<file path="src/source/nand_pkg.sv">
// shared definitions of the NAND controller, imported by the RTL modules and the testbench
package nand_pkg;

	// ----------------------------------------
	// host command codes
	// ----------------------------------------
	// codes left out of the list are ignored by the sequencer
	typedef enum logic [5:0] {
		CMD_NAND_RESET     = 6'd1,
		CMD_READ_ID        = 6'd3,
		CMD_READ_STATUS    = 6'd5,
		CMD_GET_STATUS     = 6'd8,
		CMD_CHIP_ENABLE    = 6'd9,
		CMD_CHIP_DISABLE   = 6'd10,
		CMD_WRITE_PROTECT  = 6'd11,
		CMD_WRITE_ENABLE   = 6'd12,
		CMD_RESET_INDEX    = 6'd13,
		CMD_GET_ID_BYTE    = 6'd14,
		CMD_BYPASS_ADDRESS = 6'd20,
		CMD_BYPASS_COMMAND = 6'd21,
		CMD_BYPASS_DATA_WR = 6'd22,
		CMD_BYPASS_DATA_RD = 6'd23
	} host_cmd_t;

	// which latch strobe goes with a write cycle
	typedef enum logic [1:0] {CYC_CMD, CYC_ADDR, CYC_DATA} cycle_kind_t;

	// ----------------------------------------
	// NAND opcodes and sizes
	// ----------------------------------------
	localparam logic [7:0] NAND_OP_RESET       = 8'hff;
	localparam logic [7:0] NAND_OP_READ_ID     = 8'h90;
	localparam logic [7:0] NAND_OP_READ_STATUS = 8'h70;
	localparam int ID_BYTES = 5;

	// strobe and delay timing, all in clock cycles
	localparam int T_WE_LOW  = 3;
	localparam int T_WE_HIGH = 2;
	localparam int T_RE_LOW  = 4;
	localparam int T_RE_HIGH = 2;
	localparam int T_WB      = 12;
	localparam int T_WHR     = 8;

	// counter widths
	localparam int PHASE_W = 3;
	localparam int DLY_W   = $clog2(T_WB + 1);
	localparam int IDX_W   = $clog2(ID_BYTES + 1);

	// status register bits, the rest read as zero
	localparam int ST_CE  = 2;
	localparam int ST_WP  = 3;
	localparam int ST_OOB = 4;
	// write protected out of reset
	localparam logic [7:0] STATUS_RESET = 8'h08;

endpackage

</file>
<file path="src/source/nand_cycle_if.sv">
// start/done handshake between the sequencer and one NAND cycle generator
`timescale 1ns/1ps

interface nand_cycle_if;
	import nand_pkg::*;

	// sequencer side, start is a single cycle pulse
	logic        start;
	cycle_kind_t kind;
	logic [7:0]  wdata;

	// generator side, rdata only valid with done
	logic        busy;
	logic        done;
	logic [7:0]  rdata;

	modport ctrl (output start, output kind, output wdata,
		input busy, input done, input rdata);

	modport unit (input start, input kind, input wdata,
		output busy, output done, output rdata);

endinterface

</file>
<file path="src/source/nand_strobe_if.sv">
// raw NAND strobes and data from one cycle generator towards the pin driver
`timescale 1ns/1ps

interface nand_strobe_if;

	// latch enables and write strobe
	logic       cle;
	logic       ale;
	logic       we_n;
	// read strobe
	logic       re_n;
	// outgoing byte and its enable
	logic [7:0] dout;
	logic       doe;
	// registered byte from the chip
	logic [7:0] din;

	modport src (output cle, output ale, output we_n, output re_n,
		output dout, output doe, input din);

	modport sink (input cle, input ale, input we_n, input re_n,
		input dout, input doe, output din);

endinterface

</file>
<file path="src/source/nand_sequencer.sv">
// command interpreter of the NAND controller, runs host commands as sequences of NAND cycles
`timescale 1ns/1ps

module nand_sequencer (
	input  logic                clk,
	input  logic                nreset,
	input  logic                activate,
	input  nand_pkg::host_cmd_t cmd_in,
	input  logic [7:0]          data_in,
	input  logic                nand_rnb,
	output logic [7:0]          data_out,
	output logic                busy,
	output logic                nand_ce_n,
	output logic                nand_wp_n,
	nand_cycle_if.ctrl          wr,
	nand_cycle_if.ctrl          rd
);
	import nand_pkg::*;

	// main state, run -> wait for done -> delay and R/B# -> run
	typedef enum logic [1:0] {S_IDLE, S_RUN, S_WAIT, S_DELAY} state_t;
	// step inside a multi cycle operation
	typedef enum logic [1:0] {SS_BEGIN, SS_ADDR, SS_READ, SS_END} sub_t;

	state_t           state;
	sub_t             sub;
	host_cmd_t        op;
	logic [7:0]       arg;
	logic [DLY_W-1:0] dly;
	logic [IDX_W-1:0] idx;
	logic [IDX_W-1:0] byte_cnt;
	logic [7:0]       status;
	logic [7:0]       id_store [ID_BYTES];

	assign busy = (state != S_IDLE);

	// read unit has no use for these
	assign rd.kind  = CYC_DATA;
	assign rd.wdata = '0;

	always_ff @(posedge clk) begin
		if (!nreset) begin
			state     <= S_IDLE;
			sub       <= SS_BEGIN;
			op        <= CMD_GET_STATUS;
			dly       <= '0;
			idx       <= '0;
			byte_cnt  <= '0;
			status    <= STATUS_RESET;
			nand_ce_n <= 1'b1;
			nand_wp_n <= 1'b0;
			wr.start  <= 1'b0;
			rd.start  <= 1'b0;
		end else begin
			// start strobes last one cycle
			wr.start <= 1'b0;
			rd.start <= 1'b0;
			case (state)
				S_IDLE: begin
					// host byte is latched with the command
					if (activate) begin
						op    <= cmd_in;
						arg   <= data_in;
						sub   <= SS_BEGIN;
						state <= S_RUN;
					end
				end
				S_WAIT: begin
					if (wr.done || rd.done) begin
						state <= S_DELAY;
					end
					// ID bytes go to the store, other reads to the host
					if (rd.done && op == CMD_READ_ID) begin
						byte_cnt <= byte_cnt + 1'b1;
					end else if (rd.done) begin
						data_out <= rd.rdata;
					end
				end
				S_DELAY: begin
					// count the delay first, then hold while the chip is busy
					if (dly != '0) begin
						dly <= dly - 1'b1;
					end else if (nand_rnb) begin
						state <= S_RUN;
					end
				end
				S_RUN: begin
					// most commands finish here
					state <= S_IDLE;
					sub   <= SS_BEGIN;
					dly   <= '0;
					case (op)
						CMD_NAND_RESET: begin
							if (sub == SS_BEGIN) begin
								wr.start <= 1'b1;
								wr.kind  <= CYC_CMD;
								wr.wdata <= NAND_OP_RESET;
								dly      <= DLY_W'(T_WB);
								sub      <= SS_END;
								state    <= S_WAIT;
							end
						end
						CMD_READ_ID: begin
							if (sub == SS_BEGIN) begin
								wr.start <= 1'b1;
								wr.kind  <= CYC_CMD;
								wr.wdata <= NAND_OP_READ_ID;
								sub      <= SS_ADDR;
								state    <= S_WAIT;
							end else if (sub == SS_ADDR) begin
								wr.start <= 1'b1;
								wr.kind  <= CYC_ADDR;
								wr.wdata <= 8'h00;
								dly      <= DLY_W'(T_WHR);
								byte_cnt <= '0;
								sub      <= SS_READ;
								state    <= S_WAIT;
							end else if (byte_cnt != IDX_W'(ID_BYTES)) begin
								rd.start <= 1'b1;
								sub      <= SS_READ;
								state    <= S_WAIT;
							end else begin
								// fresh ID, host reads from byte 0
								idx <= '0;
							end
						end
						CMD_READ_STATUS: begin
							if (sub == SS_BEGIN) begin
								wr.start <= 1'b1;
								wr.kind  <= CYC_CMD;
								wr.wdata <= NAND_OP_READ_STATUS;
								dly      <= DLY_W'(T_WHR);
								sub      <= SS_READ;
								state    <= S_WAIT;
							end else if (sub == SS_READ) begin
								rd.start <= 1'b1;
								sub      <= SS_END;
								state    <= S_WAIT;
							end
						end
						CMD_GET_STATUS: data_out <= status;
						CMD_CHIP_ENABLE: begin
							nand_ce_n     <= 1'b0;
							status[ST_CE] <= 1'b1;
						end
						CMD_CHIP_DISABLE: begin
							nand_ce_n     <= 1'b1;
							status[ST_CE] <= 1'b0;
						end
						CMD_WRITE_PROTECT: begin
							nand_wp_n     <= 1'b0;
							status[ST_WP] <= 1'b1;
						end
						CMD_WRITE_ENABLE: begin
							nand_wp_n     <= 1'b1;
							status[ST_WP] <= 1'b0;
						end
						CMD_RESET_INDEX: idx <= '0;
						CMD_GET_ID_BYTE: begin
							// past the last byte: zero, wrap and flag
							if (idx < IDX_W'(ID_BYTES)) begin
								data_out       <= id_store[idx];
								idx            <= idx + 1'b1;
								status[ST_OOB] <= 1'b0;
							end else begin
								data_out       <= 8'h00;
								idx            <= '0;
								status[ST_OOB] <= 1'b1;
							end
						end
						CMD_BYPASS_COMMAND, CMD_BYPASS_ADDRESS, CMD_BYPASS_DATA_WR: begin
							if (sub == SS_BEGIN) begin
								wr.start <= 1'b1;
								wr.wdata <= arg;
								sub      <= SS_END;
								state    <= S_WAIT;
								if (op == CMD_BYPASS_COMMAND) begin
									wr.kind <= CYC_CMD;
									dly     <= DLY_W'(T_WB);
								end else if (op == CMD_BYPASS_ADDRESS) begin
									wr.kind <= CYC_ADDR;
									dly     <= DLY_W'(T_WB);
								end else begin
									wr.kind <= CYC_DATA;
								end
							end
						end
						CMD_BYPASS_DATA_RD: begin
							if (sub == SS_BEGIN) begin
								rd.start <= 1'b1;
								sub      <= SS_END;
								state    <= S_WAIT;
							end
						end
						default: ;
					endcase
				end
				default: state <= S_IDLE;
			endcase
		end
	end

	// ID bytes land at the running byte count
	always_ff @(posedge clk) begin
		if (state == S_WAIT && rd.done && op == CMD_READ_ID) begin
			id_store[byte_cnt] <= rd.rdata;
		end
	end

	// ----------------------------------------
	// checks
	// ----------------------------------------
	// the host only sees the end once no NAND cycle is still running
	a_end_gen_idle: assert property (@(posedge clk) disable iff (!nreset)
		$fell(busy) |-> !wr.busy && !rd.busy);
	// generators only get a start while idle
	a_wr_start_idle: assert property (@(posedge clk) disable iff (!nreset)
		wr.start |-> !wr.busy);
	a_rd_start_idle: assert property (@(posedge clk) disable iff (!nreset)
		rd.start |-> !rd.busy);

endmodule

</file>
<file path="src/source/nand_write_cycle.sv">
// write cycle generator, times one command, address or data byte onto the NAND strobes
`timescale 1ns/1ps

module nand_write_cycle (
	input  logic        clk,
	input  logic        nreset,
	nand_cycle_if.unit  cyc,
	nand_strobe_if.src  pins
);
	import nand_pkg::*;

	logic               active;
	logic [PHASE_W-1:0] phase;
	cycle_kind_t        kind_q;
	logic [7:0]         data_q;

	// phase 0 .. T_WE_LOW-1 has we_n low, the rest high
	always_ff @(posedge clk) begin
		if (!nreset) begin
			active <= 1'b0;
			phase  <= '0;
		end else if (!active) begin
			if (cyc.start) begin
				active <= 1'b1;
				phase  <= '0;
			end
		end else if (phase == PHASE_W'(T_WE_LOW + T_WE_HIGH - 1)) begin
			active <= 1'b0;
		end else begin
			phase <= phase + 1'b1;
		end
	end

	// byte and kind held for the whole cycle
	always_ff @(posedge clk) begin
		if (cyc.start && !active) begin
			kind_q <= cyc.kind;
			data_q <= cyc.wdata;
		end
	end

	assign cyc.busy  = active;
	assign cyc.done  = active && (phase == PHASE_W'(T_WE_LOW + T_WE_HIGH - 1));
	assign cyc.rdata = '0;

	// data stays driven through the high phase for hold
	assign pins.we_n = !(active && (phase < PHASE_W'(T_WE_LOW)));
	assign pins.cle  = active && (kind_q == CYC_CMD);
	assign pins.ale  = active && (kind_q == CYC_ADDR);
	assign pins.re_n = 1'b1;
	assign pins.dout = data_q;
	assign pins.doe  = active;

	// an undefined kind would pass as a data cycle with no latch strobe
	a_kind_valid: assert property (@(posedge clk) disable iff (!nreset)
		cyc.start |-> cyc.kind inside {CYC_CMD, CYC_ADDR, CYC_DATA});

endmodule

</file>
<file path="src/source/nand_read_cycle.sv">
// read cycle generator, pulses re_n and captures one byte from the chip per cycle
`timescale 1ns/1ps

module nand_read_cycle (
	input  logic        clk,
	input  logic        nreset,
	nand_cycle_if.unit  cyc,
	nand_strobe_if.src  pins
);
	import nand_pkg::*;

	logic               active;
	logic [PHASE_W-1:0] phase;
	logic [7:0]         rdata_q;

	// re_n low for T_RE_LOW phases then high for T_RE_HIGH
	always_ff @(posedge clk) begin
		if (!nreset) begin
			active <= 1'b0;
			phase  <= '0;
		end else if (!active) begin
			if (cyc.start) begin
				active <= 1'b1;
				phase  <= '0;
			end
		end else if (phase == PHASE_W'(T_RE_LOW + T_RE_HIGH - 1)) begin
			active <= 1'b0;
		end else begin
			phase <= phase + 1'b1;
		end
	end

	// sample in the last low phase, data has settled by then
	always_ff @(posedge clk) begin
		if (active && phase == PHASE_W'(T_RE_LOW - 1)) begin
			rdata_q <= pins.din;
		end
	end

	assign cyc.busy  = active;
	assign cyc.done  = active && (phase == PHASE_W'(T_RE_LOW + T_RE_HIGH - 1));
	assign cyc.rdata = rdata_q;

	// only re_n moves, the write side stays idle
	assign pins.re_n = !(active && (phase < PHASE_W'(T_RE_LOW)));
	assign pins.cle  = 1'b0;
	assign pins.ale  = 1'b0;
	assign pins.we_n = 1'b1;
	assign pins.dout = '0;
	assign pins.doe  = 1'b0;

endmodule

</file>
<file path="src/source/nand_pin_driver.sv">
// merges both cycle generators onto registered NAND pins and registers the incoming byte
`timescale 1ns/1ps

module nand_pin_driver (
	input  logic        clk,
	input  logic        nreset,
	input  logic [7:0]  nand_din,
	nand_strobe_if.sink wr_pins,
	nand_strobe_if.sink rd_pins,
	output logic        nand_cle,
	output logic        nand_ale,
	output logic        nand_we_n,
	output logic        nand_re_n,
	output logic [7:0]  nand_dout,
	output logic        nand_doe
);

	logic [7:0] din_q;

	// idle generators drive inactive levels, so a plain or / and merges them
	always_ff @(posedge clk) begin
		if (!nreset) begin
			nand_cle  <= 1'b0;
			nand_ale  <= 1'b0;
			nand_we_n <= 1'b1;
			nand_re_n <= 1'b1;
			nand_doe  <= 1'b0;
		end else begin
			nand_cle  <= wr_pins.cle | rd_pins.cle;
			nand_ale  <= wr_pins.ale | rd_pins.ale;
			nand_we_n <= wr_pins.we_n & rd_pins.we_n;
			nand_re_n <= wr_pins.re_n & rd_pins.re_n;
			nand_doe  <= wr_pins.doe | rd_pins.doe;
		end
	end

	// data path, one stage each way
	always_ff @(posedge clk) begin
		nand_dout <= wr_pins.doe ? wr_pins.dout : rd_pins.dout;
		din_q     <= nand_din;
	end

	assign wr_pins.din = din_q;
	assign rd_pins.din = din_q;

	// sequencer runs one generator at a time, so we_n and re_n never overlap
	a_strobe_excl: assert property (@(posedge clk) disable iff (!nreset)
		!(!(wr_pins.we_n & rd_pins.we_n) && !(wr_pins.re_n & rd_pins.re_n)));

endmodule

</file>
<file path="src/source/nand_master.sv">
// top level of the NAND flash controller, connects the sequencer, cycle generators and pins
`timescale 1ns/1ps

module nand_master (
	input  logic                clk,
	input  logic                nreset,
	// host side
	input  logic                activate,
	input  nand_pkg::host_cmd_t cmd_in,
	input  logic [7:0]          data_in,
	output logic [7:0]          data_out,
	output logic                busy,
	// NAND chip side
	input  logic                nand_rnb,
	input  logic [7:0]          nand_din,
	output logic                nand_cle,
	output logic                nand_ale,
	output logic                nand_we_n,
	output logic                nand_re_n,
	output logic                nand_ce_n,
	output logic                nand_wp_n,
	output logic [7:0]          nand_dout,
	output logic                nand_doe
);

	// one handshake and one strobe bundle per generator
	nand_cycle_if  wr_cyc ();
	nand_cycle_if  rd_cyc ();
	nand_strobe_if wr_strb ();
	nand_strobe_if rd_strb ();

	nand_sequencer i_sequencer (
		.clk       (clk),
		.nreset    (nreset),
		.activate  (activate),
		.cmd_in    (cmd_in),
		.data_in   (data_in),
		.nand_rnb  (nand_rnb),
		.data_out  (data_out),
		.busy      (busy),
		.nand_ce_n (nand_ce_n),
		.nand_wp_n (nand_wp_n),
		.wr        (wr_cyc),
		.rd        (rd_cyc)
	);

	nand_write_cycle i_write_cycle (.clk(clk), .nreset(nreset), .cyc(wr_cyc), .pins(wr_strb));

	nand_read_cycle i_read_cycle (.clk(clk), .nreset(nreset), .cyc(rd_cyc), .pins(rd_strb));

	nand_pin_driver i_pin_driver (
		.clk       (clk),
		.nreset    (nreset),
		.nand_din  (nand_din),
		.wr_pins   (wr_strb),
		.rd_pins   (rd_strb),
		.nand_cle  (nand_cle),
		.nand_ale  (nand_ale),
		.nand_we_n (nand_we_n),
		.nand_re_n (nand_re_n),
		.nand_dout (nand_dout),
		.nand_doe  (nand_doe)
	);

endmodule

</file>
<file path="config.mk">
export PLATFORM = sky130hd
export DESIGN_NAME = nand_master
export DESIGN_NICKNAME = d
export VERILOG_FILES = /design/src/source/nand_pkg.sv /design/src/source/nand_cycle_if.sv /design/src/source/nand_strobe_if.sv /design/src/source/nand_sequencer.sv /design/src/source/nand_write_cycle.sv /design/src/source/nand_read_cycle.sv /design/src/source/nand_pin_driver.sv /design/src/source/nand_master.sv
export SDC_FILE = /design/constraint.sdc
export NUM_CORES = 1
export LEC_CHECK = 0
export ABC_AREA = 1
export ABC_CLOCK_PERIOD_IN_PS = 3200
export BUFFER_PORTS_ARGS = -buffer_cell sky130_fd_sc_hd__buf_2
export CAP_MARGIN = 20
export CORE_MARGIN = 2
export CORE_UTILIZATION = 45
export CTS_BUF_LIST = sky130_fd_sc_hd__clkbuf_8
export CTS_CLUSTER_DIAMETER = 200
export CTS_CLUSTER_SIZE = 24
export DETAILED_ROUTE_END_ITERATION = 16
export GPL_ROUTABILITY_DRIVEN = 0
export PLACE_DENSITY_LB_ADDON = 0.2
export RECOVER_POWER = 25
export SYNTH_ARGS = -nofsm -noshare
export SYNTH_HDL_FRONTEND = slang
export SYNTH_SLANG_ARGS = --single-unit
</file>
<file path="constraint.sdc">
create_clock -name clk -period 3.2 [get_ports clk]
set_input_delay 0.32 -clock clk [delete_from_list [all_inputs] [get_ports clk]]
set_output_delay 0.32 -clock clk [all_outputs]
set_load 0.005 [all_outputs]
</file>
======== Word level (Yosys, flattened, before mapping) ========
Memories as Yosys holds them, arrays and structs flattened. A register that Yosys moved wholly into a read port is not among the register bits.
Index checks and enable logic that the tools add are counted.
W data, S select, Z words.
storage, ports and cells
  bits in registers ....................... 100
  bits in writable memories ............... 40
  input bits .............................. 26
  memories kept ........................... 1
memory list
  memory                depth  width  read ports  clocked after Yosys merged registers in  wr ports  RTL line              source
  i_sequencer.id_store  5      8      1           1                                        1         nand_sequencer.sv:33  logic [7:0] id_store [ID_BYTES];
operators by class
  $add $sub $neg .......................... 5
  order comparisons ....................... 3
  eq/ne operators ......................... 46
  mux-type cells .......................... 88
  reductions and logical operators ........ 50
operator list
  kind                   number
  $mux W8                8
  $mux W3                16
  $eq A6 B4 Y1 const B   7
  $mux W2                21
  $mux W4                8
  $pmux W8 S2            2
  $pmux W8 S4            1
  $eq A6 B5 Y1 const B   4
  $ne A2 B1 Y1 const B   10
  $ne A2 B2 Y1 const B   10
  $pmux W2 S3            3
  $reduce_and A2 Y1      9
  $mux W1                17
  $pmux W4 S4            1
  $reduce_bool A2 Y1     8
  $reduce_and A5 Y1      3
  $add A3 B1 Y3 const B  4
  $logic_and A1 B1 Y1    11
  $pmux W1 S2            5
  $reduce_or A5 Y1       2
  $pmux W3 S3            1
  $pmux W2 S4            1
  $pmux W4 S2            1
  $reduce_bool A4 Y1     2
  25 further kinds       37

======== Depth between registers and ports, before layout ========
Gate-level depths: netlist of run 1.
  word-level depth ........................ 7
  depth in mapped cells ................... 10
  depth with buffers taken out ............ 10

======== Cells and area by module ========
A second synthesis of run 1 with hierarchy kept.
second synthesis, totals
  cells, all modules ...................... 604
  area total of the unflattened synthesis .. 6159.7 µm²
modules (own cells, without submodules)
  module            instances  cells an instance  area an instance (µm²)  seq. area each (µm²)
  nand_sequencer    1          430                4326.6                  2582.5
  nand_pin_driver   1          66                 639.4                   420.4
  nand_write_cycle  1          55                 626.9                   380.4
  nand_read_cycle   1          53                 566.8                   320.3

======== Least setup slack after synthesis of run 1 ========
OpenSTA, ideal clock, no wires.
  path kind ............................... register -> register
  start ................................... reg i_sequencer.state[1]
  end ..................................... reg i_sequencer.data_out[0], enable pin
  arrival time ............................ 1.708 ns
  data required time ...................... 2.817 ns
  slack ................................... 1.109 ns
  stages on the path, launching flop included .. 8
  path buffers ............................ 1
  path through ............................ dfxtp_1 inv_1 ha_1 clkbuf_1 nor2_1 a21oi_1 nand2_1 nor3_1
on the way
  cells in the longest elaborated chain, start to end .. 3
ends and longest elaborated chain
  item                                                   RTL line               source
  start: declaration                                     nand_sequencer.sv:25   state_t state;
  start signal: assignment                               nand_sequencer.sv:43   state <= S_IDLE;
  start signal: assignment                               nand_sequencer.sv:65   state <= S_RUN;
  start signal: assignment                               nand_sequencer.sv:70   state <= S_DELAY;
  $eq A2 B1 Y1 / $eq A2 B2 Y1 (equally long branches)    nand_sequencer.sv:58   case (state)
  $ne A3 B3 Y1 (no source line) (tied with other cells)  n/a
  $reduce_and A5 Y1 (no source line) *                   n/a
  end signal: assignment                                 nand_sequencer.sv:76   data_out <= rd.rdata;
  end signal: assignment                                 nand_sequencer.sv:141  CMD_GET_STATUS: data_out <= status;
  end signal: assignment                                 nand_sequencer.sv:162  data_out <= id_store[idx];
  end: declaration                                       nand_sequencer.sv:11   output logic [7:0] data_out,
Every way passes the cells marked *; elsewhere a longest branch is shown, timed or not.
A chain may end at the register's enable or synchronous reset.

======== Final worst setup path of run 1 ========
  start ................................... reg i_sequencer.op[4]
  end ..................................... mem i_sequencer.id_store[4][5], enable pin
on the way
  cells in the longest elaborated chain, start to end .. 4
ends and longest elaborated chain
  item                           RTL line               source
  start: declaration             nand_sequencer.sv:27   host_cmd_t op;
  start signal: assignment       nand_sequencer.sv:62   op <= cmd_in;
  $eq A6 B2 Y1                   nand_sequencer.sv:205  if (state == S_WAIT && rd.done && op == CMD_READ_ID) begin
  $logic_and A1 B1 Y1            nand_sequencer.sv:205
  $mux W1                        nand_sequencer.sv:205
  $mux W1 (implied by the code)  nand_sequencer.sv:206  id_store[byte_cnt] <= rd.rdata;
  end: declaration               nand_sequencer.sv:33
Every way passes these cells.

==> qor.csv, run 1 <==
stage;metric;value;unit
status;status;completed;
setup_path;critPathKind;reg -> reg;
finish;synthToLayoutAreaGrowth;17.0;%
floorplan;std_cell_rows;41;
place;dp_hpwl;8340;um
setup_path;critPathRequiredTime;3.29;ns
pwr;switchingPower;1.36;mW
pwr;seq_power_share;45.7;%
pwr;p_clk_share;36.0;%
sta;grt_setup_unrepaired;no;
floorplan;coreArea;12600;um^2
synth;synth_top_area_share;43.7;%
pwr;p_per_area;701;nW/um^2
sta;tns;0;ns
synth;synth_top_area_cell;edfxtp_1;
drt;drt_first_pass_iters;5;
sta;relSlewSlack;48.0;%
setup_path;path_max_fanout;15;
pwr;leakagePower;2.69;nW
synth;avgSynthCellArea;10.2;um^2
sta;setup_viol;0;
synth;synthCells;568;
sta;worstMarginPinSlew;0.778;ns
clock_network;cts_resized;0;
floorplan;die-area;13800;um^2
clock_network;holdBufCountCts;8;
clock_network;clk_latency;0.46;ns
drt;drtAntennaViolNets;0;
pwr;p_int;3.38;mW
clock_network;clock_sinks;143;
synth;ys_top_cells_by_count;115 x nand2_1, 84 x edfxtp_1, 62 x nor2_1, 59 x dfxtp_1, 54 x inv_1;
setup_path;crit-reg2reg-launch;i_sequencer.op[4]$_SDFFE_PN0P_;
sta;hold_viol_final;0;
finish;antenna_cells;0;
run;cap_viol_max_count;0;
hold_path;hp-start;data_in[3];
setup_path;start_kind;flop;
global_routing;grt_antenna_before_repair;0;
drt;num_vias;4038;
setup_path;cp_cell_sequence;nor2_4 > nand3_4 > nor3b_2 > nand2_1 > nor2_1;
synth;yosysSeqAreaShare;64.1;%
setup_path;slowest_stage;nor2_1;
sta;hold_ws;0.0386;ns
sta;fmaxAchievable;438;MHz
sta;skew;0.0126;ns
synth;synth-seq-cells;143;
floorplan;io_pins;50;
floorplan;start_util;45.9;%
clock_network;cts_setup_buffers;0;
clock_network;clock_path_buffers;2;
place;port_buffers;49;
pwr;vdd_drop_max;0.394;mV
setup_path;cpPeakStageDelay;0.56;ns
synth;synthArstFlopShare;0;%
synth;synth_cell_type_count;37;
setup_path;crit_family;simple AND/OR/NAND/NOR gates;
drt;vias_per_cell;4.94;
drt;routed_wl;11500;um
finish;fin_nets;673;
finish;drive_above_1_share;16.9;%
synth;ys_warn_count;0;
hold_path;hold_path.class;in -> reg;
sta;fin_crit_sh;71.4;%
floorplan;fp.dieH;117;um
setup_path;arrival;2.37;ns
drt;drtIter0Drc;227;
clock_network;clock-root-buffer;clkbuf_8;
sta;fin_crit;2.28;ns
synth;synth.cell_area;5770;um^2
synth;synthTopCellsByArea;edfxtp_1 44%, dfxtp_1 20%, nand2_1 7.5%;
clock_network;numCtsBuffers;17;
global_routing;grtUsageTotal;18.4;%
sta;drv_slew;0;
global_routing;gr-total-overflow;0;
pwr;p_sw_share;28.7;%
clock_network;h-tree-depth;4;
setup_path;crit_path_start;i_sequencer.op[4]$_SDFFE_PN0P_;
global_routing;grt_pass1_vias;3902;
synth;yosysMostFrequentCell;nand2_1;
pwr;finalPower;4.73;mW
drt;drt-wirelength-per-cell;14.1;um
global_routing;grt_max_degree;17;
drt;drc;0;
clock_network;cts_tree;yes;
synth;synth_edf_count;84;
clock_network;path_clk_slew;0.07;ns
synth;ys.flop_type;edfxtp_1;
setup_path;cp-end-kind;flop;
setup_path;critPathBufInv;0;
global_routing;grt_pass1_wl;18900;um
floorplan;die-width;117;um
synth;synth_nets;608;
pwr;comb_power_share;18.3;%
-- worst paths after layout --
| kind | endpoint | slack (ns) | cells after the start |
|---|---|---|---|
| worst max-delay path | i_sequencer.id_store[4][5]$_DFFE_PP_ | 0.92 | 5 |
| worst min-delay path | i_sequencer.arg[3]$_DFFE_PP_ | 0.04 | 1 |
| worst max register to register | i_sequencer.id_store[4][5]$_DFFE_PP_ | 0.92 | 5 |
| worst min register to register | i_read_cycle.cyc.rdata[2]$_DFFE_PP_ | 0.40 | 0 |
-- placed cells by master, fill, tap and decap left out, drive strengths merged, types with 6 or more instances in the layout --
master | Yosys | routed
a21oi | 28 | 28
buf | 4 | 52
bufinv | 0 | 6
clkbuf | 10 | 17
dfxtp | 59 | 59
dlygate4sd3 | 0 | 8
edfxtp | 84 | 84
ha | 14 | 14
inv | 58 | 62
nand2 | 117 | 117
nand3 | 36 | 36
nor2 | 67 | 67
nor3 | 8 | 8
o21ai | 56 | 56
-- area by class of cell --
| cell class | count | area, um^2 |
|---|---|---|
| Clock buffer | 17 | 234 |
| Clock inverter | 15 | 240 |
| Fill cell | 1146 | 5810 |
| Inverter | 59 | 221 |
| Multi-Input combinational cell | 352 | 1790 |
| Sequential cell | 143 | 3700 |
| Tap cell | 172 | 215 |
| Timing Repair Buffer | 60 | 348 |
-- stage by stage --
stage	worst slack [ns]	instance area [um^2]	utilization [%]	std cells
2_1_floorplan	1.11	5770	-	568
3_3_place_gp	0.983	6200	49.3	778
3_5_place_dp	0.918	6200	49.3	778
4_1_cts	0.905	6760	53.7	818
5_1_grt	0.752	6760	53.7	818
6_report	0.915	6760	53.7	818
-- power by group through the flow --
stage / Sequential [mW] / Combinational, mW / Clock [mW]
6_report: 2.16 / 0.868 / 1.70
5_1_grt: 2.18 / 0.998 / 1.81
4_1_cts: 2.16 / 0.873 / 1.74
3_5_place_dp: 2.20 / 0.859 / 0
3_3_place_gp: 2.20 / 0.837 / 0
2_1_floorplan: 2.19 / 0.627 / 0
-- registers in the layout (all words and copies together), names as in the netlist, 8 cells and up, named ones only --
name	flops
i_pin_driver.nand_dout	8
i_pin_driver.rd_pins.din	8
i_read_cycle.cyc.rdata	8
i_sequencer.arg	8
i_sequencer.data_out	8
i_sequencer.id_store	40
i_sequencer.wr.wdata	8
i_write_cycle.pins.dout	8
-- cells by family after synthesis --
logic type / after synthesis / synth area share [%]
compound gates: 97 / 9.23
fa+ha+maj: 14 / 3.03
simple gates: 240 / 18.6
xor+xnor: 1 / 0.152
buf+inv: 73 / 4.81
flops: 143 / 64.1
-- routing by layer --
| layer | GRT usage (%) | wire (um) |
|---|---|---|
| met4 | 9.10 | 167 |
| met3 | 3.91 | 660 |
| met5 | 0 | 0 |
| met2 | 26.9 | 5080 |
| met1 | 26.0 | 5590 |
-- worst reg2reg max path, stage by stage, from the launching register on --
cell     delay [ns]
dfxtp_1        0.36
nor2_4         0.35
nand3_4        0.21
nor3b_2        0.28
nand2_1        0.16
nor2_1         0.57
Power figures use the tool's default switching activity.
==> run 2: changes to the inputs <==
--- a/config.mk
+++ b/config.mk
@@ -6,7 +6,7 @@
 export NUM_CORES = 1
 export LEC_CHECK = 0
 export ABC_AREA = 1
-export ABC_CLOCK_PERIOD_IN_PS = 3200
+export ABC_CLOCK_PERIOD_IN_PS = 1800
 export BUFFER_PORTS_ARGS = -buffer_cell sky130_fd_sc_hd__buf_2
 export CAP_MARGIN = 20
 export CORE_MARGIN = 2
==> constraint.sdc (replaced) <==
create_clock -name clk -period 1.8 [get_ports clk]
set_input_delay 0.18 -clock clk [delete_from_list [all_inputs] [get_ports clk]]
set_output_delay 0.18 -clock clk [all_outputs]
set_load 0.005 [all_outputs]
==> run 2 against run 1 <==
Against the previous run: first-iteration DRC count up 49%; via count is 5.8% higher; die area unchanged; sequential power rose by 79%; sequential share of layout area is 2.3 points lower; clock-buffer cell count unchanged; clock skew down 0.0052 ns; global-route usage increased by 0.49 points; design area grew 4.4%; cell count up 4.8%; fmax increased by 36%; critical path type unchanged; critical endpoint is now i_sequencer.id_store[3][0]$_DFFE_PP_; highest routed layer unchanged.
==> qor.csv, run 2 (same netlist as run 1, synthesis figures left out) <==
stage;metric;value;unit;change
setup_path;path_max_fanout;8;;-7
finish;layout_common_cells;114 x nand2_1, 84 x edfxtp_1, 59 x nor2_1;;
sta;setup_viol;0;;unchanged
global_routing;grt_pass1_vias;4014;;+2.9%
setup_path;slowest_stage;dfxtp_2;;
clock_network;cts_tree;yes;;
global_routing;grtUsageTotal;18.9;%;+0.49 points
sta;worstMarginPinSlew;0.517;ns;-0.260 ns
floorplan;start_util;45.9;%;unchanged
sta;fmaxAchievable;593;MHz;+36%
finish;drive_above_1_share;21.5;%;+4.6 points
hold_path;hold_path.class;in -> reg;;
sta;hold_viol_final;0;;unchanged
pwr;p_per_area;1130;nW/um^2;+62%
run;cap_viol_max_count;0;;unchanged
clock_network;clock_path_buffers;2;;unchanged
setup_path;cp-end-kind;flop;;
drt;drt-wirelength-per-cell;14.3;um;+1.5%
finish;regMostFlops;i_sequencer.id_store;;
finish;synthToLayoutAreaGrowth;22.1;%;
clock_network;clock-root-buffer;clkbuf_8;;
drt;vias_per_cell;4.99;;+1.0%
finish;stdcell_count;857;;+4.8%
clock_network;clock_sinks;143;;unchanged
finish;mostFrequentLayoutCell;nand2_1;;
sta;fin_crit_sh;93.6;%;+22 points
finish;fin_nets;712;;+5.8%
setup_path;critPathKind;reg -> reg;;
pwr;leakagePower;2.84;nW;+5.6%
drt;routed_wl;12200;um;+6.4%
pwr;vdd_drop_max;0.568;mV;+44%
place;dp_hpwl;8800;um;+5.5%
status;status;completed;;
setup_path;cp_cell_sequence;inv_1 > ha_4 > nor3b_4 > nand2_2 > nor3_4 > buf_6;;
floorplan;die-area;13800;um^2;unchanged
place;port_buffers;49;;unchanged
sta;tns;0;ns;unchanged
floorplan;std_cell_rows;41;;unchanged
sta;drv_slew;0;;unchanged
drt;drt_first_pass_iters;6;;+1
clock_network;path_clk_slew;0.08;ns;about the same
finish;antenna_cells;0;;unchanged
setup_path;cpPeakStageDelay;0.36;ns;-0.20 ns
floorplan;io_pins;50;;unchanged
drt;num_vias;4274;;+5.8%
finish;largest_reg_flops;40;;unchanged
place;placed_cells;803;;+3.2%
pwr;finalPower;7.98;mW;+69%
global_routing;grt_antenna_before_repair;0;;unchanged
setup_path;start_kind;flop;;
floorplan;die-width;117;um;unchanged
finish;final_util;56.1;%;+2.4 points
sta;skew;0.00732;ns;-0.00525 ns
global_routing;grt_pass1_wl;19500;um;+3.3%
global_routing;gr-total-overflow;0;;unchanged
sta;fin_crit;1.69;ns;-0.599 ns
clock_network;clk_latency;0.44;ns;-0.02 ns
setup_path;critPathRequiredTime;1.95;ns;-1.34 ns
floorplan;coreArea;12600;um^2;unchanged
setup_path;arrival;1.84;ns;-0.53 ns
drt;drc;0;;unchanged
drt;drtAntennaViolNets;0;;unchanged
clock_network;h-tree-depth;4;;unchanged
sta;relSlewSlack;65.4;%;+17 points
drt;drtIter0Drc;339;;+49%
global_routing;grt_max_degree;17;;unchanged
clock_network;numCtsBuffers;17;;unchanged
floorplan;fp.dieH;117;um;unchanged
==> run 2: cell count changes in the layout (fill, tap and decap cells not counted), sizes merged <==
| cell | previous run | this run |
|---|---|---|
| dlygate4sd3 | 8 | 19 |
| clkinvlp | 1 | 4 |
| clkbuf | 17 | 19 |
| bufinv | 6 | 1 |
| inv | 62 | 65 |
| buf | 52 | 78 |
| clkinv | 5 | 4 |
==> run 2: worst paths after layout <==
check                                         end                           startpoint  slack (ns)  cells after the start
max          i_sequencer.id_store[3][0]$_DFFE_PP_    i_sequencer.state[0]$_SDFFE_PN0P_        0.11                      6
max reg2reg  i_sequencer.id_store[3][0]$_DFFE_PP_    i_sequencer.state[0]$_SDFFE_PN0P_        0.11                      6
min reg2reg   i_read_cycle.cyc.rdata[7]$_DFFE_PP_  i_pin_driver.rd_pins.din[7]$_DFF_P_        0.40                      0
min                i_sequencer.op[5]$_SDFFE_PN0P_                            cmd_in[5]        0.02                      3
==> run 2: area by class of cell <==
type / instances / area (um^2)
flip-flops and latches: 143 / 3710
clock inverters: 15 / 121
inverters: 59 / 225
well taps: 172 / 215
clock buffers: 17 / 234
repair buffers: 99 / 671
fillers: 1099 / 5520
multi-input cells: 352 / 1880
==> run 2: metal layers <==
| metal | up-vias | part of all wire (%) | global-route usage, % |
|---|---|---|---|
| met2 | 149 | 46 | 28.9 |
| met5 | - | 0 | 0 |
| li1 | 2126 | - | - |
| met3 | 24 | 5.9 | 4.48 |
| met1 | 1975 | 46 | 25.5 |
| met4 | 0 | 2.4 | 8.63 |
==> run 2: power by group <==
| part | total (mW) | internal [mW] | switching (mW) |
|---|---|---|---|
| registers | 3.86 | 3.69 | 0.163 |
| clock network | 2.30 | 1.08 | 1.21 |
| logic | 1.83 | 0.726 | 1.10 |
==> run 2: repair_timing <==
item | in CTS | in global routing
endpoints found under the hold margin | 19 | 0
buffers inserted | 0 | 3
pin swaps | 1 | 3
resized for setup | 3 | 18
setup endpoints to repair | 48 | 69
hold buffers | 19 | 0
==> run 2: through the flow <==
| stage | instance area, um^2 | worst slack [ns] | hold WS (ns) |
|---|---|---|---|
| floorplan | 5790 | -0.0631 | 0.208 |
| global placement | 6400 | -0.00121 | 0.286 |
| detailed placement | 6400 | -0.0750 | 0.284 |
| CTS | 6960 | 0.0187 | 0.00114 |
| global route | 7050 | -0.00661 | 0.00952 |
| finish | 7050 | 0.114 | 0.0177 |
==> run 2: critical path: cells and delay by family (launching register included) <==
family                   cells  cell delay [ns]
buffers and inverters        2             0.29
flip-flops                   1             0.36
AND/OR/NAND/NOR              3             0.56
adder cells (fa/ha/maj)      1             0.19
